`src/logic/vdma_pkg.sv`:
```
package vdma_pkg;

    // --------------------------------------------------
    // memory side widths
    // --------------------------------------------------
    // ddr address width
    localparam int ASIZE        = 27;
    // one memory word
    localparam int AXI_DSIZE    = 128;
    // one pixel
    localparam int PIX_W        = 32;
    // pixel 0 of a word sits in the lowest bits
    localparam int PIX_PER_WORD = AXI_DSIZE / PIX_W;
    // address step per word
    localparam int BEAT_BYTES   = AXI_DSIZE / 8;

    // --------------------------------------------------
    // shared types
    // --------------------------------------------------
    // native video, vs is a one-cycle frame start
    typedef struct packed {
        logic             vs;
        logic             de;
        logic [PIX_W-1:0] data;
    } video_in_t;

    // one write beat towards the ddr controller
    typedef struct packed {
        logic [ASIZE-1:0]     addr;
        logic [AXI_DSIZE-1:0] data;
    } app_beat_t;

    // native app command codes, only writes go out
    typedef enum logic [2:0] {
        APP_WRITE = 3'd0,
        APP_READ  = 3'd1
    } app_cmd_e;

    typedef enum logic {
        ARB_IDLE,
        ARB_BURST
    } arb_state_e;

endpackage
```
`src/logic/app_native_bridge.sv`:
```
`timescale 1ns/1ps

module app_native_bridge (
    input  logic                             axi_m00_inf,
    input  logic                             rst_n,
    input  logic                             beat_valid,
    input  vdma_pkg::app_beat_t              beat,
    input  logic                             app_rdy,
    input  logic                             app_wdf_rdy,
    output logic                             beat_ready,
    output logic [vdma_pkg::ASIZE-1:0]       app_addr,
    output vdma_pkg::app_cmd_e               app_cmd,
    output logic                             app_en,
    output logic [vdma_pkg::AXI_DSIZE-1:0]   app_wdf_data,
    output logic                             app_wdf_end,
    output logic [vdma_pkg::AXI_DSIZE/8-1:0] app_wdf_mask,
    output logic                             app_wdf_wren
);
    import vdma_pkg::*;

    // beat held for the controller
    app_beat_t beat_q;

    // take a new beat only once both halves are gone
    assign beat_ready = !app_en && !app_wdf_wren;

    always_ff @(posedge axi_m00_inf) begin
        if (beat_valid && beat_ready) begin
            beat_q <= beat;
        end
    end

    // --------------------------------------------------
    // command and data pending flags
    // --------------------------------------------------
    // app_en and app_wdf_wren double as the pending flags
    // each one drops on its own accept
    always_ff @(posedge axi_m00_inf or negedge rst_n) begin
        if (!rst_n) begin
            app_en       <= 1'b0;
            app_wdf_wren <= 1'b0;
        end else if (beat_valid && beat_ready) begin
            app_en       <= 1'b1;
            app_wdf_wren <= 1'b1;
        end else begin
            if (app_en && app_rdy) begin
                app_en <= 1'b0;
            end
            if (app_wdf_wren && app_wdf_rdy) begin
                app_wdf_wren <= 1'b0;
            end
        end
    end

    // single-beat bursts on the data channel, no byte masking
    assign app_cmd      = APP_WRITE;
    assign app_addr     = beat_q.addr;
    assign app_wdf_data = beat_q.data;
    assign app_wdf_end  = app_wdf_wren;
    assign app_wdf_mask = '0;

    // controller may sample either half late
    a_hold_stable: assert property (@(posedge axi_m00_inf) disable iff (!rst_n)
        (app_en && !app_rdy) || (app_wdf_wren && !app_wdf_rdy)
        |=> $stable(app_addr) && $stable(app_wdf_data));

endmodule

```
`config.mk`:
```
export PLATFORM = sky130hd
export DESIGN_NAME = app_native_bridge
export DESIGN_NICKNAME = d
export VERILOG_FILES = /design/src/logic/vdma_pkg.sv /design/src/logic/app_native_bridge.sv
export SDC_FILE = /design/constraint.sdc
export NUM_CORES = 1
export LEC_CHECK = 0
export BUFFER_PORTS_ARGS = -buffer_cell sky130_fd_sc_hd__buf_2
export CORE_AREA = 4 4 173 91
export CTS_CLUSTER_DIAMETER = 60
export CTS_CLUSTER_SIZE = 8
export DETAILED_ROUTE_END_ITERATION = 8
export DIE_AREA = 0 0 177 95
export GPL_ROUTABILITY_DRIVEN = 0
export GPL_TIMING_DRIVEN = 0
export PLACE_DENSITY_LB_ADDON = 0.05
export SETUP_SLACK_MARGIN = 0.4
export SLEW_MARGIN = 20
export SYNTH_ARGS = -nofsm -noshare
export SYNTH_HDL_FRONTEND = slang
export SYNTH_SLANG_ARGS = --single-unit
```
`constraint.sdc`:
```
create_clock -name axi_m00_inf -period 4.35 [get_ports axi_m00_inf]
set_clock_uncertainty 0.1 [all_clocks]
set_input_delay 1.305 -clock axi_m00_inf [delete_from_list [all_inputs] [get_ports axi_m00_inf]]
set_output_delay 1.305 -clock axi_m00_inf [all_outputs]
set_load 0.01 [all_outputs]
```
# Word level (Yosys, flattened, before mapping)
# Cells that the tools add are included.
# Widths: inputs -> output; s select.
[word_totals]
regBits = 157
in_bits = 160
out_inout_bits = 178
word_cells = 16
[op_classes]
n_mux = 4
reduce_logical = 8
[op_table]
columns = ["op", "count"]
rows = [
  ["$logic_and 1x1->1", 4],
  ["$mux 1", 4],
  ["$reduce_bool 2->1", 2],
  ["$logic_not 1->1", 2],
]

# Depth between registers and ports, before layout
[logic_depth]
depth_word = 4
depth_mapped = 2
depth_no_buf = 2

# Least setup slack after synthesis
# No wires, ideal clock.
[synth_path]
path_type = "input port to flip-flop"
start = "input beat_valid"
end = "register beat_q, in the netlist app_addr[0] (enable)"
setup_ns = 0.507
t_arrival_ns = 4.679
required_ns = 3.743
path_slack_ns = -0.937
stages = 2
n_path_buf = 0
cell_sequence = "or3b_1 > inv_1"
[synth_via]
elab_chain_cells = 1
[synth_rtl]
columns = ["item", "line_no", "text"]
rows = [
  ["start, declared", "app_native_bridge.sv:6", "input logic beat_valid,"],
  ["$logic_and 1x1->1", "app_native_bridge.sv:28", "if (beat_valid && beat_ready) begin"],
  ["end signal, assigned", "app_native_bridge.sv:29", "beat_q <= beat;"],
  ["end, declared", "app_native_bridge.sv:22", "app_beat_t beat_q;"],
]
# Every way passes these cells.
# A chain may end at the register's enable or synchronous reset.

# Final worst setup path
[layout_path]
start = "input beat_valid"
end = "register beat_q, in the netlist app_wdf_data[8] (enable)"
# Same word-level chain as after synthesis.

==> flow_summary_export.csv <==
group,metric,value,unit
worst_setup_path,crit_buf_inv,5,
floorplan,die-area,16800,um2
place,pre_cts_slack,1.10,ns
worst_setup_path,cp_top_family,"buffers and inverters",
floorplan,start_util,34.4,%
drt,drc,0,
logic_synthesis,synth.distinct_cells,8,
grt,grt_overflow,0,
floorplan,rows,31,
drt,drtPass1Iterations,4,
logic_synthesis,ys_warn_count,0,
status,status,"completed",
sta,grt_setup_unrepaired,"no",
place,hpwl,9780,um
finish,final_common_cell,"buf_2",
grt,antenna_found_initial,1,
sta,post-route-period-util,64.5,%
cts,cts.repair.resized,0,
pwr,ir_drop,0.245,mV
cts,post-cts-setup-buffers,0,
floorplan,core,14200,um2
finish,drive_gt1_share,67.3,%
sta,drv_slew,0,
grt,grt_util_met2,26.2,%
pwr,powerDensity,554,nW/um2
sta,setup_viol,0,
cts,cts_buffer_depth,2,
sta,finalHoldViolCount,0,
drt,drt-initial-drc-count,113,
worst_setup_path,critPathSlowestCell,"or3b_1",
finish,fillCellCount,1242,
cts,ctsHtreeMaxLevel,4,
finish,diodes,0,
floorplan,die_h,95,um
finish,final_nets,705,
logic_synthesis,syn_area,4890,um2
min_path,hp-class,"register to register",
grt,grt_pass1_vias,3035,
logic_synthesis,syn_avg_cell_area,26.4,um2
cts,cts.sinks,157,
worst_setup_path,arrival,2.82,ns
worst_setup_path,worstPathMaxFanout,31,
grt,grt_usage,14.0,%
flow_run,maxCapViolCount,0,
grt,grt_pass1_wl,17000,um
worst_setup_path,path_cells,"buf_2 -> or3b_1 -> clkinvlp_4 -> buf_12 -> buf_12 -> buf_16",
sta,fin_ws,1.54,ns
worst_setup_path,max_stage_delay,0.40,ns
drt,detail-route-antenna-nets,0,
logic_synthesis,synth-seq-area-share,96.2,%
pwr,p_leak,3.21,nW
cts,cts_made_buffers,17,
finish,syn_to_final_growth,52.4,%
cts,cts-root-buf,"clkbuf_16",
grt,grt_max_degree,34,
grt,met3_usage,6.40,%
grt,busiest_layer,"met2",
sta,period_minus_slack,2.81,ns
cts,cts_tree,"yes",
drt,routed_wl,12400,um
cts,ctsHoldBuffers,0,
worst_setup_path,endpoint_kind,"register",
drt,vias_per_cell,3.88,
drt,vias,2930,
logic_synthesis,synth-seq-cells,157,
floorplan,io_pins,338,
finish,final_cell_mix,"buf_2, edfxtp_1, buf_4",
grt,grtUsageMet1,13.5,%
sta,whs,0.468,ns
sta,fmax,356,MHz
drt,avgRoutedWirePerCell,16.4,um
worst_setup_path,critPathKind,"input port to register",
worst_setup_path,cp_common_cell,"buf_12",
cts,clk_latency,0.40,ns
cts,path_clk_slew,0.06,ns
worst_setup_path,crit_path_start_kind,"input port",
floorplan,dieWidth,177,um
place,portBuffers,318,
worst_setup_path,crit_required,4.36,ns
logic_synthesis,netlist_instances,185,
metal layers:
| metal | part of all wire [%] | routed length [um] |
|---|---|---|
| met1 | 34 | 4180 |
| met2 | 55 | 6770 |
| met3 | 10 | 1250 |
| met4 | 1.4 | 174 |
| met5 | 0.10 | 13 |
cells by family (layout without fill, tap and decap cells):
kind of cell | count (synthesis) | after routing | share of synthesized area (%)
flops | 157 | 157 | 96.2
buf+inv | 23 | 377 | 3.30
compound gates | 2 | 2 | 0.205
simple gates | 2 | 2 | 0.256
other cells | 1 | 19 | 0.0767
worst reg2reg max path, cell delays in order, from the launching register on:
cell and delay, ns:
dfrtp_1 0.41, or3b_1 0.45, clkinvlp_4 0.33, buf_12 0.26, buf_12 0.24, buf_16 0.19
state kept, by name, summed over array words and instances, names as in the netlist:
register	cells
app_addr	27
app_en	1
app_wdf_data	128
app_wdf_end	1
through the flow:
step	std cells	TNS [ns]	area, um2	total power, W	utilization [%]
3_5_place_dp	724	0	6910	0.00282	48.5
6_report	755	0	7460	0.00413	52.4
3_3_place_gp	719	-174.08	6800	0.00279	47.8
5_1_grt	755	0	7460	0.00435	52.4
4_1_cts	755	0	7460	0.00420	52.4
2_1_floorplan	203	0	4960	0.00242	-
layout make-up:
class	count	area [um2]	area share (%)
clock buffer	17	425	5.70
clock inverter	14	121	1.63
tap	198	248	3.32
inverter	3	15.0	0.201
multi-input combinational	23	93.8	1.26
timing repair buffer	323	1700	22.8
sequential	157	4700	63.1
buffer	20	150	2.01
report_power, final:
| group | switching [W] | leakage [nW] | internal, W |
|---|---|---|---|
| combinational | 0.000430 | 1.49 | 0.000280 |
| clock | 0.000621 | 0.254 | 0.000747 |
| sequential | 0.0000553 | 1.47 | 0.00200 |
| total | 0.00111 | 3.21 | 0.00303 |
final timing paths:
check / start / end / slack, ns / cells past startpoint
max: beat_valid / app_wdf_data[8]$_DFFE_PP_ / 1.54 / 6
min in group asynchronous: rst_n / app_wdf_end$_DFFE_PN0P_ / 0.58 / 1
max in group asynchronous: rst_n / app_en$_DFFE_PN0P_ / 3.48 / 1
min: app_en$_DFFE_PN0P_ / app_en$_DFFE_PN0P_ / 0.47 / 2
min reg2reg: app_en$_DFFE_PN0P_ / app_en$_DFFE_PN0P_ / 0.47 / 2
max reg2reg: app_en$_DFFE_PN0P_ / app_wdf_data[8]$_DFFE_PP_ / 2.06 / 5
cell usage after synthesis (all sizes together):
library cell,n,share of area (%)
buf,20,3.1
conb,1,0.077
dfrtp,2,1.0
edfxtp,155,95
inv,3,0.23
nor2,1,0.077
o21ai,2,0.20
or3b,1,0.18
No activity file was read; power rests on OpenSTA's default activity.
