==> src/logic/vdma_pkg.sv <==
package vdma_pkg;

    // --------------------------------------------------
    // memory side widths
    // --------------------------------------------------
    // ddr address width
    localparam int ASIZE        = 27;
    // one memory word
    localparam int AXI_DSIZE    = 128;
    // one pixel
    localparam int PIX_W        = 32;
    // pixel 0 of a word sits in the lowest bits
    localparam int PIX_PER_WORD = AXI_DSIZE / PIX_W;
    // address step per word
    localparam int BEAT_BYTES   = AXI_DSIZE / 8;

    // --------------------------------------------------
    // shared types
    // --------------------------------------------------
    // native video, vs is a one-cycle frame start
    typedef struct packed {
        logic             vs;
        logic             de;
        logic [PIX_W-1:0] data;
    } video_in_t;

    // one write beat towards the ddr controller
    typedef struct packed {
        logic [ASIZE-1:0]     addr;
        logic [AXI_DSIZE-1:0] data;
    } app_beat_t;

    // native app command codes, only writes go out
    typedef enum logic [2:0] {
        APP_WRITE = 3'd0,
        APP_READ  = 3'd1
    } app_cmd_e;

    typedef enum logic {
        ARB_IDLE,
        ARB_BURST
    } arb_state_e;

endpackage
==> src/logic/vdma_write_port.sv <==
`timescale 1ns/1ps

module vdma_write_port #(
    parameter int BURST_LEN  = 8,
    parameter int FIFO_DEPTH = 32
) (
    input  logic                           axi_m00_inf,
    input  logic                           rst_n,
    input  logic                           rev_enable,
    input  logic [vdma_pkg::ASIZE-1:0]     wr_baseaddr,
    input  vdma_pkg::video_in_t            vin,
    input  logic                           grant,
    input  logic                           pop,
    output logic                           burst_req,
    output logic [vdma_pkg::ASIZE-1:0]     burst_addr,
    output logic [vdma_pkg::AXI_DSIZE-1:0] head,
    output logic                           overflow
);
    import vdma_pkg::*;

    localparam int LW = $clog2(FIFO_DEPTH + 1);

    video_in_t            pix;
    logic                 word_valid;
    logic [AXI_DSIZE-1:0] word;
    logic [LW-1:0]        level;

    // pixels only count while the channel is enabled
    // vs passes regardless so a frame can restart
    always_comb begin
        pix    = vin;
        pix.de = vin.de & rev_enable;
    end

    // --------------------------------------------------
    // packing and buffering
    // --------------------------------------------------
    pixel_packer u_packer (
        .axi_m00_inf (axi_m00_inf),
        .rst_n       (rst_n),
        .pix         (pix),
        .word_valid  (word_valid),
        .word        (word)
    );

    // vs empties the buffer, leftovers of the last frame are lost
    word_fifo #(
        .DEPTH (FIFO_DEPTH)
    ) u_fifo (
        .axi_m00_inf (axi_m00_inf),
        .rst_n       (rst_n),
        .clear       (vin.vs),
        .push        (word_valid),
        .din         (word),
        .pop         (pop),
        .head        (head),
        .level       (level),
        .overflow    (overflow)
    );

    // a whole burst waiting
    assign burst_req = (level >= LW'(BURST_LEN));

    // --------------------------------------------------
    // write address counter
    // --------------------------------------------------
    // arbiter latches the old value on the grant edge
    always_ff @(posedge axi_m00_inf or negedge rst_n) begin
        if (!rst_n) begin
            burst_addr <= '0;
        end else if (vin.vs) begin
            burst_addr <= wr_baseaddr;
        end else if (grant) begin
            burst_addr <= burst_addr + ASIZE'(BURST_LEN * BEAT_BYTES);
        end
    end

endmodule

==> src/logic/word_fifo.sv <==
`timescale 1ns/1ps

module word_fifo #(
    parameter int DEPTH = 32
) (
    input  logic                           axi_m00_inf,
    input  logic                           rst_n,
    input  logic                           clear,
    input  logic                           push,
    input  logic [vdma_pkg::AXI_DSIZE-1:0] din,
    input  logic                           pop,
    output logic [vdma_pkg::AXI_DSIZE-1:0] head,
    output logic [$clog2(DEPTH+1)-1:0]     level,
    output logic                           overflow
);
    import vdma_pkg::*;

    localparam int AW = (DEPTH > 1) ? $clog2(DEPTH) : 1;
    localparam int LW = $clog2(DEPTH + 1);

    logic [AXI_DSIZE-1:0] mem [DEPTH];
    logic [AW-1:0]        wr_ptr;
    logic [AW-1:0]        rd_ptr;
    logic                 full;
    logic                 wr_en;
    logic                 rd_en;

    // circular pointer step
    function automatic logic [AW-1:0] ptr_inc(input logic [AW-1:0] p);
        return (p == AW'(DEPTH - 1)) ? '0 : p + 1'b1;
    endfunction

    assign full  = (level == LW'(DEPTH));
    // clear wins over a push or pop in the same cycle
    assign wr_en = push && !full && !clear;
    assign rd_en = pop && (level != '0) && !clear;
    // front word, read straight from the array
    assign head  = mem[rd_ptr];

    // --------------------------------------------------
    // storage
    // --------------------------------------------------
    always_ff @(posedge axi_m00_inf) begin
        if (wr_en) begin
            mem[wr_ptr] <= din;
        end
    end

    // --------------------------------------------------
    // pointers, level, overflow
    // --------------------------------------------------
    always_ff @(posedge axi_m00_inf or negedge rst_n) begin
        if (!rst_n) begin
            wr_ptr   <= '0;
            rd_ptr   <= '0;
            level    <= '0;
            overflow <= 1'b0;
        end else begin
            // word lost on a full buffer, held until reset
            if (push && full && !clear) begin
                overflow <= 1'b1;
            end
            if (clear) begin
                wr_ptr <= '0;
                rd_ptr <= '0;
                level  <= '0;
            end else begin
                if (wr_en) begin
                    wr_ptr <= ptr_inc(wr_ptr);
                end
                if (rd_en) begin
                    rd_ptr <= ptr_inc(rd_ptr);
                end
                level <= level + LW'(wr_en) - LW'(rd_en);
            end
        end
    end

    // arbiter only streams from a channel holding a full burst
    a_no_pop_empty: assert property (@(posedge axi_m00_inf) disable iff (!rst_n)
        pop |-> (level != '0));

endmodule

==> src/logic/pixel_packer.sv <==
`timescale 1ns/1ps

module pixel_packer (
    input  logic                           axi_m00_inf,
    input  logic                           rst_n,
    input  vdma_pkg::video_in_t            pix,
    output logic                           word_valid,
    output logic [vdma_pkg::AXI_DSIZE-1:0] word
);
    import vdma_pkg::*;

    localparam int CW = $clog2(PIX_PER_WORD);

    // pixels already in the current word
    logic [CW-1:0] cnt;
    logic          last_pix;

    // fourth pixel of a word, a vs cycle always starts a new word
    assign last_pix = pix.de && !pix.vs && (cnt == CW'(PIX_PER_WORD - 1));

    // --------------------------------------------------
    // shift register
    // --------------------------------------------------
    // new pixel enters at the top and walks down
    // so pixel 0 ends up in the low bits
    always_ff @(posedge axi_m00_inf) begin
        if (pix.de) begin
            word <= {pix.data, word[AXI_DSIZE-1:PIX_W]};
        end
    end

    // --------------------------------------------------
    // pixel counter
    // --------------------------------------------------
    always_ff @(posedge axi_m00_inf or negedge rst_n) begin
        if (!rst_n) begin
            cnt        <= '0;
            word_valid <= 1'b0;
        end else begin
            // full word shows up one cycle after its last pixel
            word_valid <= last_pix;
            if (pix.vs) begin
                // drop any partial word of the old frame
                cnt <= pix.de ? CW'(1) : '0;
            end else if (pix.de) begin
                // wraps at PIX_PER_WORD
                cnt <= cnt + 1'b1;
            end
        end
    end

endmodule

==> config.mk <==
export PLATFORM = sky130hd
export DESIGN_NAME = vdma_write_port
export DESIGN_NICKNAME = d
export VERILOG_FILES = /design/src/logic/vdma_pkg.sv /design/src/logic/vdma_write_port.sv /design/src/logic/word_fifo.sv /design/src/logic/pixel_packer.sv
export SDC_FILE = /design/constraint.sdc
export NUM_CORES = 2
export LEC_CHECK = 0
export BUFFER_PORTS_ARGS = -buffer_cell sky130_fd_sc_hd__buf_2
export CAP_MARGIN = 20
export CELL_PAD_IN_SITES_DETAIL_PLACEMENT = 2
export CELL_PAD_IN_SITES_GLOBAL_PLACEMENT = 2
export CORE_ASPECT_RATIO = 0.8
export CORE_MARGIN = 2
export CORE_UTILIZATION = 50
export DETAILED_ROUTE_END_ITERATION = 8
export PLACE_DENSITY_LB_ADDON = 0.08
export SETUP_SLACK_MARGIN = 0.1
export SYNTH_ARGS = -nofsm -noshare
export SYNTH_HDL_FRONTEND = slang
export SYNTH_SLANG_ARGS = --single-unit
export TNS_END_PERCENT = 50
==> constraint.sdc <==
create_clock -name axi_m00_inf -period 9.8 [get_ports axi_m00_inf]
set_input_delay 0.98 -clock axi_m00_inf [delete_from_list [all_inputs] [get_ports axi_m00_inf]]
set_output_delay 0.98 -clock axi_m00_inf [all_outputs]
set_load 0.05 [all_outputs]
==> results.md, run 1 <==
* Status: aborted with a tool error
* Stop stage: 3_5_place_dp
* Tool error: [ERROR DPL-0033] detailed placement checks failed during check placement.
* Post-Syn Area at 161100 um2
* Flops & latches, synth at 4271
* Count of cell types in the netlist at 47
* Avg Inst Size Synth at 21.03 um2
* GPL Wtd Cong at 0.7424
* Initial Utilization at 0.5023
* Die Y at 511.7 um
* I/O pins at 223
* Prevailing post-synth register cell: edfxtp_1
* Post-synth ARST share at 0.01100
* Rows at 186
* Yosys warns at 0
* Mapped Cells at 7661
* Syn nets at 7747
* Sequential cell area fraction in the yosys report at 0.7948
* Post-synth EDFFs at 4224
* Dpl hpwl at 312700 um
* PortBufs at 222
* Chip width at 638.6 um
-- cells in the mapped netlist, types with 6 or more instances --
cell type,n,area [um2]
nand2_1,29,108.9
buf_2,113,565.5
a22oi_1,768,5766
buf_1,25,93.84
nor2b_1,6,37.54
nand3_1,269,1346
nand4_1,132,825.8
clkbuf_1,304,1141
mux2i_1,1027,10280
xnor2_1,10,87.58
xor2_1,6,52.55
inv_1,14,52.55
nor2_1,53,198.9
mux2_2,8,90.09
or3_1,8,50.05
ha_1,19,237.7
o21ai_0,24,120.1
edfxtp_1,4224,126800
mux4_2,512,11530
dfrtp_1,47,1176
and3_1,6,37.54
a31oi_1,10,62.56
a21oi_1,7,35.03
-- through the flow --
step / instance area [um2] / std cells / hold slack (ns) / worst slack [ns]
floorplan: 161100 / 7661 / 0.5061 / 2.208
global placement: 168100 / 11880 / 0.4659 / 3.974
-- kinds of logic after synthesis --
family	share of synthesized area
flops	0.7948
mux	0.1360
compound gates	0.03762
simple gates	0.01759
buf+inv	0.01157
fa+ha+maj	0.001600
xor+xnor	0.0008700
==> run 2, diff against run 1 <==
CELL_PAD_IN_SITES_DETAIL_PLACEMENT = default   (was 2)
CELL_PAD_IN_SITES_GLOBAL_PLACEMENT = default   (was 2)
CORE_ASPECT_RATIO = default   (was 0.8)
CORE_UTILIZATION = 40   (was 50)
PLACE_DENSITY_LB_ADDON = 0.15   (was 0.08)
SETUP_SLACK_MARGIN = default   (was 0.1)
==> results.md, run 2 <==
* Crit end category: output pin
* Worst Path Required at 8.82 ns
* Synth top cells by count: 4224 x edfxtp_1, 1027 x mux2i_1, 768 x a22oi_1
* Die Y at 638.6 um (+25%)
* Max Clock Skew at 0.04315 ns
* Fin. Hold Viols at 0
* Final WL at 464400 um
* Core ar. at 401700 um2
* Vias in the first global route at 81.19k
* Min-Delay Path Class: input pin to async pin
* Reg clk slew, reported paths at 0.07 ns
* Grt peak-use layer: met2
* # fillers at 33.61k
* Clk_lat worst skew at 1.00 ns
* Dpl cells at 12.93k
* Largest reg by FF count: u_fifo.mem
* Top cell type's share of synthesized area at 0.7875 (unchanged)
* Met2 usage at 0.3814
* Least-Margin Pin Slew at 1.178 ns
* Initial antenna violation count at 25
* Grt met1 use at 0.3090
* Number of flip-flops in the largest register at 4096
* Share of layout cells above drive strength 1 at 0.1898
* Maxcap violations at 0
* Area leader, netlist: edfxtp_1
* Rows at 233 (+25%)
* Chip width at 638.6 um (unchanged)
* Status: complete, no violations
* R2R Setup Slk at 5.46 ns
* Net count, final at 8207
* Crit share post-route at 0.6742
* Post-Syn Area at 161100 um2 (unchanged)
* GPL Wtd Cong at 0.7274 (-2.0%)
* Biggest registers after layout: u_fifo.mem: 4096 flops, u_packer.word: 128 flops, burst_addr: 27 flops
* Nature of the critical path startpoint: register
* Mapped Cells at 7661 (unchanged)
* Final setup fails at 0
* Antenna Nets Post-Route at 0
* Fmax at 151.3 MHz
* I/O pins at 223 (unchanged)
* CTS Root Cell: clkbuf_16
* H-tree depth at 5
* CP max FO at 39
* Synthesis-to-layout area growth at 14.19%
* CTS sink count at 4271
* Setup TNS at 0 ns
* Post-CTS setup buffer count at 0
* Total number of vias at 80.11k
* Commonest non-fill, non-tap cells in the layout: 4224 x edfxtp_1, 1027 x mux2i_1, 768 x a22oi_1
* Prevailing post-synth register cell: edfxtp_1
* CTS Hold Buffers Added at 0
* First-pass GRT wire length at 641800 um
* PortBufs at 222 (unchanged)
* Count of cell types in the netlist at 47 (unchanged)
* Total die area at 407800 um2
* Met3 Usage GRT at 0.02974
* Avg Inst Size Synth at 21.03 um2 (unchanged)
* Area occupied by multi-input gates at 31490 um2
* Commonest non-fill, non-tap cell in the layout: edfxtp_1
* Post-synth ARST share at 0.01100 (unchanged)
* Post-synth EDFFs at 4224 (unchanged)
* R2r startpoint: u_fifo.level[3]
* Reg2Reg Depth at 8
* Grt ovf at 0
* Number of detailed-route iterations in the first pass at 6
* Unrepaired setup endpoints after global routing: no
* IR drop worst, VDD at 0.1735 mV
* WP data arrival at 5.63 ns
* Wire per inst at 33.73 um
* Number of CTS-inserted buffers at 448
* P_leak at 55.10 nW
* PD cells at 225.0 nW/um2
* DRC viols at 0
* Headroom to the max-slew limit at 0.2145
* Reg area at 128000 um2
* Total GRT Usage at 0.2238
* Cell Count, Final, Fillers Out at 13.77k
* Worst R2R End: u_fifo.mem[21][108]
* Dpl hpwl at 220300 um (-30%)
* Tmin final at 6.607 ns
* Crit path kind: register to output pin
* CTS tree: done
* Initial DRC Count at 9027
* Initial Utilization at 0.4010 (-0.1013)
* Flops & latches, synth at 4271 (unchanged)
* Post-CTS resize count at 0
* Synth top area cells: edfxtp_1 79%, mux4_2 7.2%, mux2i_1 6.4%
* Clk buf depth at 4
* Syn nets at 7747 (unchanged)
* Vias per cell at 5.818
* Yosys warns at 0 (unchanged)
* Largest net degree at the start of global routing at 144
* Count leader, synth: edfxtp_1
* Sequential cell area fraction in the yosys report at 0.7948 (unchanged)
* Slew Viols, Final at 0
run 2: cell counts after synthesis:
Identical to the previous run, type by type.
run 2: metrics by stage:
stage	util	instance area, um2	power, W	setup WS (ns)	hold WS, ns
4_1_cts	0.4560	183200	0.04175	2.818	0.05031
3_5_place_dp	0.4221	169600	0.02580	3.907	0.4651
2_1_floorplan	-	161100	0.02431	2.208	0.5061
3_3_place_gp	0.4217	169400	0.02576	3.837	0.4607
5_1_grt	0.4578	183900	0.04270	2.727	0.1087
6_report	0.4578	183900	0.04138	3.193	0.1101
run 2: cells by family (layout without fill, tap and decap cells):
logic type / Yosys count / in the layout / share of synthesized area
AO/OA/AOI/OAI: 818 / 818 / 0.03762
buffers and inverters: 458 / 1269 / 0.01157
multiplexers: 1547 / 1547 / 0.1360
flip-flops: 4271 / 4271 / 0.7948
other: 0 / 10 / 0
adder cells (fa/ha/maj): 20 / 20 / 0.001600
AND/OR/NAND/NOR: 531 / 531 / 0.01759
XOR/XNOR: 16 / 16 / 0.0008700
run 2: layout make-up:
cell class / instances / area share
antenna: 10 / 0.0001361
clock buffer: 568 / 0.06387
clock inverter: 233 / 0.01030
inverter: 15 / 0.0003469
multi-input combinational: 2932 / 0.1712
sequential: 4271 / 0.6961
tap: 5287 / 0.03597
timing repair buffer: 453 / 0.02207
run 2: worst max path at each step:
stage                                 from                end  cells past startpoint
after floorplan                    vin[33]  u_fifo.mem[14][0]                      4
after global placement    u_fifo.rd_ptr[0]            head[5]                      7
after detailed placement  u_fifo.rd_ptr[0]           head[70]                      7
after CTS                 u_fifo.rd_ptr[0]           head[70]                      7
after global routing      u_fifo.rd_ptr[0]            head[5]                      7
final                     u_fifo.rd_ptr[0]           head[70]                      7
run 2: layer usage:
metal | part of all wire | vias to the layer above | routed length, um
met3 | 0.057 | 561 | 26260
met2 | 0.50 | 2747 | 231700
met5 | 0.000028 | - | 13
met1 | 0.43 | 43670 | 197600
li1 | - | 33130 | -
met4 | 0.019 | 2 | 8788
run 2: power breakdown:
| part | leakage [nW] | switching (W) | internal, W |
|---|---|---|---|
| registers | 38.6 | 0.000146 | 0.0200 |
| logic | 9.84 | 0.00319 | 0.00198 |
| clock network | 6.68 | 0.00696 | 0.00906 |
| total | 55.1 | 0.0103 | 0.0311 |
run 2: worst max-delay path, stage by stage (launching register included):
cell and delay [ns]:
dfrtp_4 0.69, buf_4 0.70, buf_4 0.76, buf_4 0.78, mux4_2 0.60, a22oi_1 0.24, nand4_1 0.39, buf_2 0.36
(Power assumes the default switching activity.)
