--- src/logic/vdma_pkg.sv ---
package vdma_pkg;

    // --------------------------------------------------
    // memory side widths
    // --------------------------------------------------
    // ddr address width
    localparam int ASIZE        = 27;
    // one memory word
    localparam int AXI_DSIZE    = 128;
    // one pixel
    localparam int PIX_W        = 32;
    // pixel 0 of a word sits in the lowest bits
    localparam int PIX_PER_WORD = AXI_DSIZE / PIX_W;
    // address step per word
    localparam int BEAT_BYTES   = AXI_DSIZE / 8;

    // --------------------------------------------------
    // shared types
    // --------------------------------------------------
    // native video, vs is a one-cycle frame start
    typedef struct packed {
        logic             vs;
        logic             de;
        logic [PIX_W-1:0] data;
    } video_in_t;

    // one write beat towards the ddr controller
    typedef struct packed {
        logic [ASIZE-1:0]     addr;
        logic [AXI_DSIZE-1:0] data;
    } app_beat_t;

    // native app command codes, only writes go out
    typedef enum logic [2:0] {
        APP_WRITE = 3'd0,
        APP_READ  = 3'd1
    } app_cmd_e;

    typedef enum logic {
        ARB_IDLE,
        ARB_BURST
    } arb_state_e;

endpackage
--- src/logic/burst_arbiter.sv ---
`timescale 1ns/1ps

module burst_arbiter #(
    parameter int NUM_CH    = 2,
    parameter int BURST_LEN = 8
) (
    input  logic                           axi_m00_inf,
    input  logic                           rst_n,
    input  logic                           enable,
    input  logic                           burst_req  [NUM_CH],
    input  logic [vdma_pkg::ASIZE-1:0]     burst_addr [NUM_CH],
    input  logic [vdma_pkg::AXI_DSIZE-1:0] head       [NUM_CH],
    input  logic                           beat_ready,
    output logic                           grant      [NUM_CH],
    output logic                           pop        [NUM_CH],
    output logic                           beat_valid,
    output vdma_pkg::app_beat_t            beat
);
    import vdma_pkg::*;

    localparam int CW = (NUM_CH > 1) ? $clog2(NUM_CH) : 1;
    localparam int IW = $clog2(BURST_LEN);

    arb_state_e        state;
    // search starts here
    logic [CW-1:0]     rr_ptr;
    // channel owning the current burst
    logic [CW-1:0]     chan;
    logic [ASIZE-1:0]  base_addr;
    // beat index inside the burst
    logic [IW-1:0]     idx;
    logic [NUM_CH-1:0] grant_q;
    logic [CW-1:0]     pick;
    logic              found;
    logic              beat_fire;

    // --------------------------------------------------
    // round robin pick
    // --------------------------------------------------
    // walk down so the channel nearest rr_ptr is taken last
    always_comb begin
        pick  = rr_ptr;
        found = 1'b0;
        for (int i = NUM_CH - 1; i >= 0; i--) begin
            if (burst_req[(int'(rr_ptr) + i) % NUM_CH]) begin
                pick  = CW'((int'(rr_ptr) + i) % NUM_CH);
                found = 1'b1;
            end
        end
    end

    assign beat_fire = beat_valid && beat_ready;

    // --------------------------------------------------
    // burst FSM
    // --------------------------------------------------
    always_ff @(posedge axi_m00_inf or negedge rst_n) begin
        if (!rst_n) begin
            state      <= ARB_IDLE;
            rr_ptr     <= '0;
            chan       <= '0;
            base_addr  <= '0;
            idx        <= '0;
            grant_q    <= '0;
            beat_valid <= 1'b0;
        end else begin
            // grant is a single-cycle pulse
            grant_q <= '0;
            case (state)
                ARB_IDLE: begin
                    // nothing moves before calibration is done
                    if (enable && found) begin
                        state         <= ARB_BURST;
                        chan          <= pick;
                        base_addr     <= burst_addr[pick];
                        idx           <= '0;
                        grant_q[pick] <= 1'b1;
                        rr_ptr        <= (pick == CW'(NUM_CH - 1)) ? '0 : pick + 1'b1;
                    end
                end
                ARB_BURST: begin
                    if (|grant_q) begin
                        beat_valid <= 1'b1;
                    end else if (beat_fire) begin
                        idx <= idx + 1'b1;
                        // last beat of the burst
                        if (idx == IW'(BURST_LEN - 1)) begin
                            beat_valid <= 1'b0;
                            state      <= ARB_IDLE;
                        end
                    end
                end
                default: state <= ARB_IDLE;
            endcase
        end
    end

    // --------------------------------------------------
    // beat out and per channel strobes
    // --------------------------------------------------
    always_comb begin
        beat.addr = base_addr + ASIZE'(idx) * ASIZE'(BEAT_BYTES);
        beat.data = head[chan];
    end

    for (genvar g = 0; g < NUM_CH; g++) begin : gen_strobe
        assign grant[g] = grant_q[g];
        // head word leaves with the beat
        assign pop[g]   = beat_fire && (chan == CW'(g));
    end

    // single owner that asked for a burst after calibration
    a_one_grant: assert property (@(posedge axi_m00_inf) disable iff (!rst_n)
        |grant_q |-> $onehot(grant_q) && burst_req[chan] && $past(enable));

endmodule

--- config.mk ---
export PLATFORM = sky130hd
export DESIGN_NAME = burst_arbiter
export DESIGN_NICKNAME = d
export VERILOG_FILES = /design/src/logic/vdma_pkg.sv /design/src/logic/burst_arbiter.sv
export SDC_FILE = /design/constraint.sdc
export NUM_CORES = 1
export LEC_CHECK = 0
export BUFFER_PORTS_ARGS = -buffer_cell sky130_fd_sc_hd__buf_2
export CELL_PAD_IN_SITES_DETAIL_PLACEMENT = 1
export CELL_PAD_IN_SITES_GLOBAL_PLACEMENT = 1
export CORE_AREA = 3 3 183 185
export DETAILED_ROUTE_END_ITERATION = 12
export DIE_AREA = 0 0 186 188
export HOLD_SLACK_MARGIN = 0.02
export PLACE_DENSITY = 0.48
export SLEW_MARGIN = 20
export SYNTH_ARGS = -nofsm -noshare
export SYNTH_HDL_FRONTEND = slang
export SYNTH_SLANG_ARGS = --single-unit
export TNS_END_PERCENT = 30
--- constraint.sdc ---
create_clock -name axi_m00_inf -period 2.7 [get_ports axi_m00_inf]
set_clock_uncertainty 0.05 [all_clocks]
set_input_delay 0.54 -clock axi_m00_inf [delete_from_list [all_inputs] [get_ports axi_m00_inf]]
set_output_delay 0.54 -clock axi_m00_inf [all_outputs]
set_load 0.1 [all_outputs]
Word-level counts from Yosys, hierarchy flattened --
Cells that the tools add are included.
Cells by class: add/sub/neg operators 4, reduce and logical (&&, ||, !) cells 11, bitwise operators 7, order comparisons 6, equality and inequality tests 4, multiplexer cells 33
Operators with widths (count):
- two-way mux 128 bit | 3
- two-way mux 27 bit | 3
- greater-or-equal comparator 32 x 2 -> 1 bit (second input constant) | 2
- inverter 1 -> 32 bit | 1
- inverter 32 bit | 1
- adder 27 x 7 -> 27 bit | 1
- two-way mux 1 bit | 19
- two-way mux 3 bit | 3
- one-hot mux 3 bit (2 select lines) | 1
- AND reduction 3 bit | 2
- logical AND 1 bit | 5
- greater-or-equal comparator 2 bit (second input constant) | 2
- two-way mux 2 bit | 2
- != test 2 bit (second input constant) | 2
- inverter 1 -> 2 bit | 2
- nonzero test 2 bit | 2
- adder 3 x 1 -> 3 bit (second input constant) | 1
- equality test 3 bit (second input constant) | 1
- adder 1 bit (second input constant) | 2
- less-than comparator 1 x 2 -> 1 bit (second input constant) | 1
- != test 2 x 1 -> 1 bit (second input constant) | 1
- inverter 1 bit | 2
- one-hot mux 1 bit (2 select lines) | 1
- AND reduction 2 bit | 1
- other kinds (4) | 4
Storage, ports and cells: word-level logic and storage cells 72, output and inout port bits 160, bits in registers 36

Logic depth before layout (Yosys ltp) --
Gate-level depths: netlist of the first run.
word-level depth 14, mapped depth 6, gate-level depth less buffers 6

Worst setup path before layout of the first run --
Ideal clock, no wire load.
path kind register to output, start point reg idx[0], end point out beat[152] in the netlist's numbering, arrival time 3035 ps, stages on the path, launching flop included 7, buffers on the path 0, setup slack -925 ps, path through dfrtp_1 ha_1 fa_1 a21o_1 nand4_2 nor3_1 xnor2_1
RTL lines:
- start: declaration | RTL line burst_arbiter.sv:31 | logic [IW-1:0] idx;
- start signal: assignment | RTL line burst_arbiter.sv:85 | idx <= idx + 1'b1;
- end: declaration | RTL line burst_arbiter.sv:17 | output vdma_pkg::app_beat_t beat

==> flow_summary.ini, run 1 <==
[pwr]
p_per_area_nw_per_um2 = 1550
vdd_drop_max_uv = 1350
power.leakage_uw = 0.00391

[critical_path]
r2r_slack_ps = 1090
cp.arrival_ps = 2240
path_max_fanout = 8
rr_startpoint = state$_DFF_PN0_
critPathCaptureType = primary output
cp_data_required_time_ps = 2110
critical_path.startpoint_type = register
critPathKind = register to primary output
cp-startpoint = base_addr[4]$_DFFE_PN0P_

[clock_network]
clock_latency_ps = 280
tritoncts = built
htreeDepth = 2
clk_pin_slew_worst_paths_ps = 60
clockRootBuffer = clkbuf_16
clockBufferDepth = 2
clock_sinks = 36
cts_buffers = 5

[synthesis]
synth_cell_types = 37
async_flop_share_pct = 100
yosys_warnings = 0
synthMuxAreaShare_pct = 40.7
synth_top_family_by_area = multiplexers
syn_area_per_cell_sq_um = 10.3
synth_adder_area_share_pct = 2.33
synth-compound-area-share_pct = 9.95
synth_edf_count = 0
synth_top_flop_cell = dfrtp_1
synth_seq_cells = 36
syn_inst = 344
synth-simple-area-share_pct = 9.32
syn-cell-area_sq_um = 3540
seq_area_frac_synth_pct = 25.4
synth_nets = 666
synthXorXnorAreaFrac_pct = 4.94

[final_layout]
final_common_cell = buf_2
seqCellArea_sq_um = 905
final_cell_mix = buf_2, mux2_2, dfrtp_1
num-fill-cells = 3850
multi_input_area_sq_um = 2720
fin_nets = 1151
drive_gt1_share_pct = 82.4
final_cell_count_no_fill = 1244
final_core_util_pct = 23.0
area_growth_pct = 109

[floorplan]
initial_utilization_pct = 11.0
fp.dieW_um = 186
rows = 66
dieArea_sq_um = 35000
die_y_um = 188
ios = 476
fp.coreArea_sq_um = 32200

[detailed_routing]
drtIter0Drc = 267
drc = 0
postRouteAntennaNets = 0
wirelength_mm = 31.1
viasPerCell = 4.01
wl_per_cell_um = 25.0
vias = 4989
dr.pass1.iters = 5

[global_routing]
grt_overflow = 0
track_usage_pct = 16.5
grt_pass1_wl_mm = 40.1
antenna_found_initial = 53
grt_max_degree = 59
grt_pass1_vias = 5199

[placed_design]
hpwl_mm = 28.3
dp_cells = 1217
routabilityCongestion = 0.819
portBuffers = 475

[outcome]
violations = setup timing
status = finished with violations

[sta]
hold_violations = 0
fin_crit_sh_pct = 105
relSlewSlack_pct = 62.3
period_minus_slack_ps = 2830
rsz0062_at_grt = true
worst_slew_pin_slew_ps = 570
timing.fmax_ghz = 0.353
hold_slack_ps = 67.2
slew_violations = 0
setup_viol = 12
fin_ws_ps = -133

[min_path]
hold_path_class = input pin to asynchronous set/reset pin

[run]
maxCapViolCount = 0
[state kept, by name, indices dropped and copies added, names as in the netlist]
signal and cells:
grant_q 2, beat_valid 1, state 1, rr_ptr 1, base_addr 27, idx 3
chan 1
[report_power, final]
group | switching, uW | internal (uW) | leakage [uW]
Sequential | 351 | 779 | 0.000444
Combinational | 7290 | 2480 | 0.00339
Clock | 243 | 344 | 0.0000702
Total | 7880 | 3600 | 0.00391
[logic make-up (layout without fill, tap and decap cells)]
group | after synthesis | after routing
other | 0 | 6
flip-flops | 36 | 36
AND/OR/NAND/NOR | 52 | 52
XOR/XNOR | 20 | 20
multiplexers | 128 | 128
adder cells (fa/ha/maj) | 6 | 6
buffers and inverters | 61 | 547
AO/OA/AOI/OAI | 41 | 41
[routing by layer]
metal	vias up	track usage, %	wire [um]
li1	2244	-	-
met1	2334	19.6	12100
met2	303	25.0	13700
met3	64	11.1	4810
met4	44	3.09	243
met5	-	0	284
[area by class of cell]
class,count,share of cell area (%)
diodes,6,0.203
clock buffers,5,1.69
clock inverters,3,0.287
inverters,34,1.72
multi-input cells,247,36.7
flip-flops and latches,36,12.2
well taps,408,6.89
repair buffers,505,40.3
[through the flow]
stage                     setup WS, ps  cell area [sq um]  setup TNS, ps  total power (uW)
final                             -133               7410           -914             11500
after global routing              -238               7410          -2210             11900
after CTS                         -128               7290          -1290             11500
after detailed placement           120               6970              0             10700
after global placement             136               6970              0             10700
after floorplan                   -423               3740          -4090              8670
[final timing paths]
path                                              to  depth (start not counted)
max                                        beat[150]                          8
min                                 chan$_DFFE_PN0P_                          1
max reg2reg                 base_addr[3]$_DFFE_PN0P_                          5
min reg2reg                 base_addr[1]$_DFFE_PN0P_                          2
max in group asynchronous  base_addr[21]$_DFFE_PN0P_                          2
min in group axi_m00_inf   base_addr[15]$_DFFE_PN0P_                          3
[cell usage after synthesis, types with 6 or more instances]
cell / instances / area share (%)
clkbuf_1: 6 / 0.64
nand2_1: 13 / 1.4
inv_1: 34 / 3.6
buf_2: 14 / 2.0
nand3_1: 7 / 0.99
xor2_1: 11 / 2.7
nor2_1: 8 / 0.85
mux2_2: 128 / 41
a222oi_1: 27 / 7.6
xnor2_1: 9 / 2.2
dfrtp_1: 36 / 25
[worst max-delay path, stage by stage (launching register included)]
cell and delay, ps:
dfrtp_1 400, ha_4 160, fa_2 210, a21o_1 150
nand4_2 130, buf_12 180, nor4_4 320, xor2_2 210
buf_12 200
[what timing repair did]
action | in CTS | in global routing
hold buffers | 0 | 0
setup endpoints to repair | 17 | 17
gates resized for setup | 21 | 3
buffers inserted | 6 | 7
pin swaps | 6 | 11
Power figures use the tool's default switching activity.
==> run 2, diff against run 1 <==
- CTS_CLUSTER_SIZE: not set -> 8
- REMOVE_ABC_BUFFERS: not set -> 1
==> flow_summary.ini, run 2 (same netlist as run 1, synthesis figures left out) <==
[outcome]
status = finished with violations
violations = setup timing

[critical_path]
cp_slowest_stage_delay_ps = 410
path_max_fanout = 9
critPathKind = register to primary output
r2r_slack_ps = 1040
timing.rr.end = base_addr[17]$_DFFE_PN0P_
cp_cell_sequence = ha_4 -> fa_2 -> a21o_1 -> nand4_2 -> buf_12 -> nor3_2 -> xnor2_1 -> bufbuf_16
rr_startpoint = state$_DFF_PN0_
critical_path.startpoint_type = register
cp.arrival_ps = 2250
critPathCaptureType = primary output
worstRegToRegCells = 4
worst-path-buf-inv = 2
cp_slowest_cell = dfrtp_1
cpLargestDelayFamily = adder cells
cp_data_required_time_ps = 2110

[floorplan]
initial_utilization_pct = 11.0
fp.coreArea_sq_um = 32200
ios = 476
fp.dieW_um = 186
die_y_um = 188
rows = 66
dieArea_sq_um = 35000

[sta]
relSlewSlack_pct = 36.1
fin_tns_setup_ps = -1230
worst_slew_pin_slew_ps = 954
period_minus_slack_ps = 2840
setup_viol = 12
hold_slack_ps = 230
slew_violations = 0
fin_ws_ps = -138
rsz0062_at_grt = true
timing.fmax_ghz = 0.352
fin_crit_sh_pct = 105
hold_violations = 0

[placed_design]
dp_cells = 1224
hpwl_mm = 25.6
portBuffers = 475
routabilityCongestion = 0.887

[clock_network]
clockRootBuffer = clkbuf_16
clock_sinks = 36
htreeDepth = 2
cts_buffers = 5
cts_hold_buf = 0
clock_latency_ps = 280
clk_pin_slew_worst_paths_ps = 60
tritoncts = built
clockBufferDepth = 2

[global_routing]
antenna_found_initial = 21
grt_pass1_vias = 5149
grt_overflow = 0
grt_pass1_wl_mm = 37.7
grt_max_degree = 36
track_usage_pct = 15.2

[final_layout]
largest_reg_flops = 27
area_growth_pct = 105
max_flop_register = base_addr
final_cell_count_no_fill = 1235
fin_nets = 1146
top_regs = base_addr: 27 flops, idx: 3 flops, grant_q: 2 flops
num-fill-cells = 3835
drive_gt1_share_pct = 80.7
final_common_cell = buf_2
final_cell_mix = buf_2, mux2_2, dfrtp_1

[detailed_routing]
wl_met1_mm = 11.2
wl_per_cell_um = 23.2
drc = 0
dr_wl_met2_mm = 13.7
postRouteAntennaNets = 0
wl_met3_mm = 3.47
vias = 4826
drtIter0Drc = 174
dr.pass1.iters = 6
top_layer_used = met5
viasPerCell = 3.91
wirelength_mm = 28.6

[pwr]
power.leakage_uw = 0.00384
p_per_area_nw_per_um2 = 1610
vdd_drop_max_uv = 960

[run]
maxCapViolCount = 0

[min_path]
hold_path_class = input pin to asynchronous set/reset pin
[run 2: report_power, final]
group | leakage (uW) | switching, uW | internal [uW]
registers | 0.000444 | 327 | 779
clock network | 0.0000798 | 248 | 434
logic | 0.00331 | 7400 | 2490
total | 0.00384 | 7980 | 3710
[run 2: per-stage QoR]
step	setup slack [ps]	utilization, %	total power [uW]	instance area (sq um)
6_report	-138	22.5	11700	7260
5_1_grt	-252	22.5	12200	7260
4_1_cts	-169	22.2	11800	7150
3_5_place_dp	-63.1	21.5	10900	6920
3_3_place_gp	-106	21.5	10900	6920
2_1_floorplan	-2370	-	8500	3410
[run 2: what timing repair did]
item	4_1_cts	5_1_grt
setup buffers	1	0
resized for setup	10	16
endpoints found under the setup margin	18	17
pin swaps	4	9
[run 2: worst max-delay path by stage]
stage,startpoint,cells after the start,endpoint,slack [ps]
after global routing,idx[0]$_DFFE_PN0P_,8,beat[154],-250
after floorplan,chan$_DFFE_PN0P_,2,pop[0],-2370
after detailed placement,base_addr[6]$_DFFE_PN0P_,6,beat[145],-60
after CTS,idx[0]$_DFFE_PN0P_,8,beat[152],-170
after global placement,base_addr[6]$_DFFE_PN0P_,6,beat[145],-110
final,idx[0]$_DFFE_PN0P_,8,beat[152],-140
[run 2: layer usage]
metal	vias up	track usage (%)
li1	2238	-
met1	2288	18.0
met2	247	26.0
met3	33	7.33
met4	20	1.26
met5	-	0
[run 2: final cells by class]
type	count	area, sq um	area share [%]
Sequential cell	36	905	12.5
Clock buffer	5	125	1.72
Inverter	34	128	1.76
Multi-Input combinational cell	247	2540	35.0
Clock inverter	3	42.5	0.586
Timing Repair Buffer	500	3010	41.4
Antenna cell	2	5.00	0.0690
Tap cell	408	510	7.03
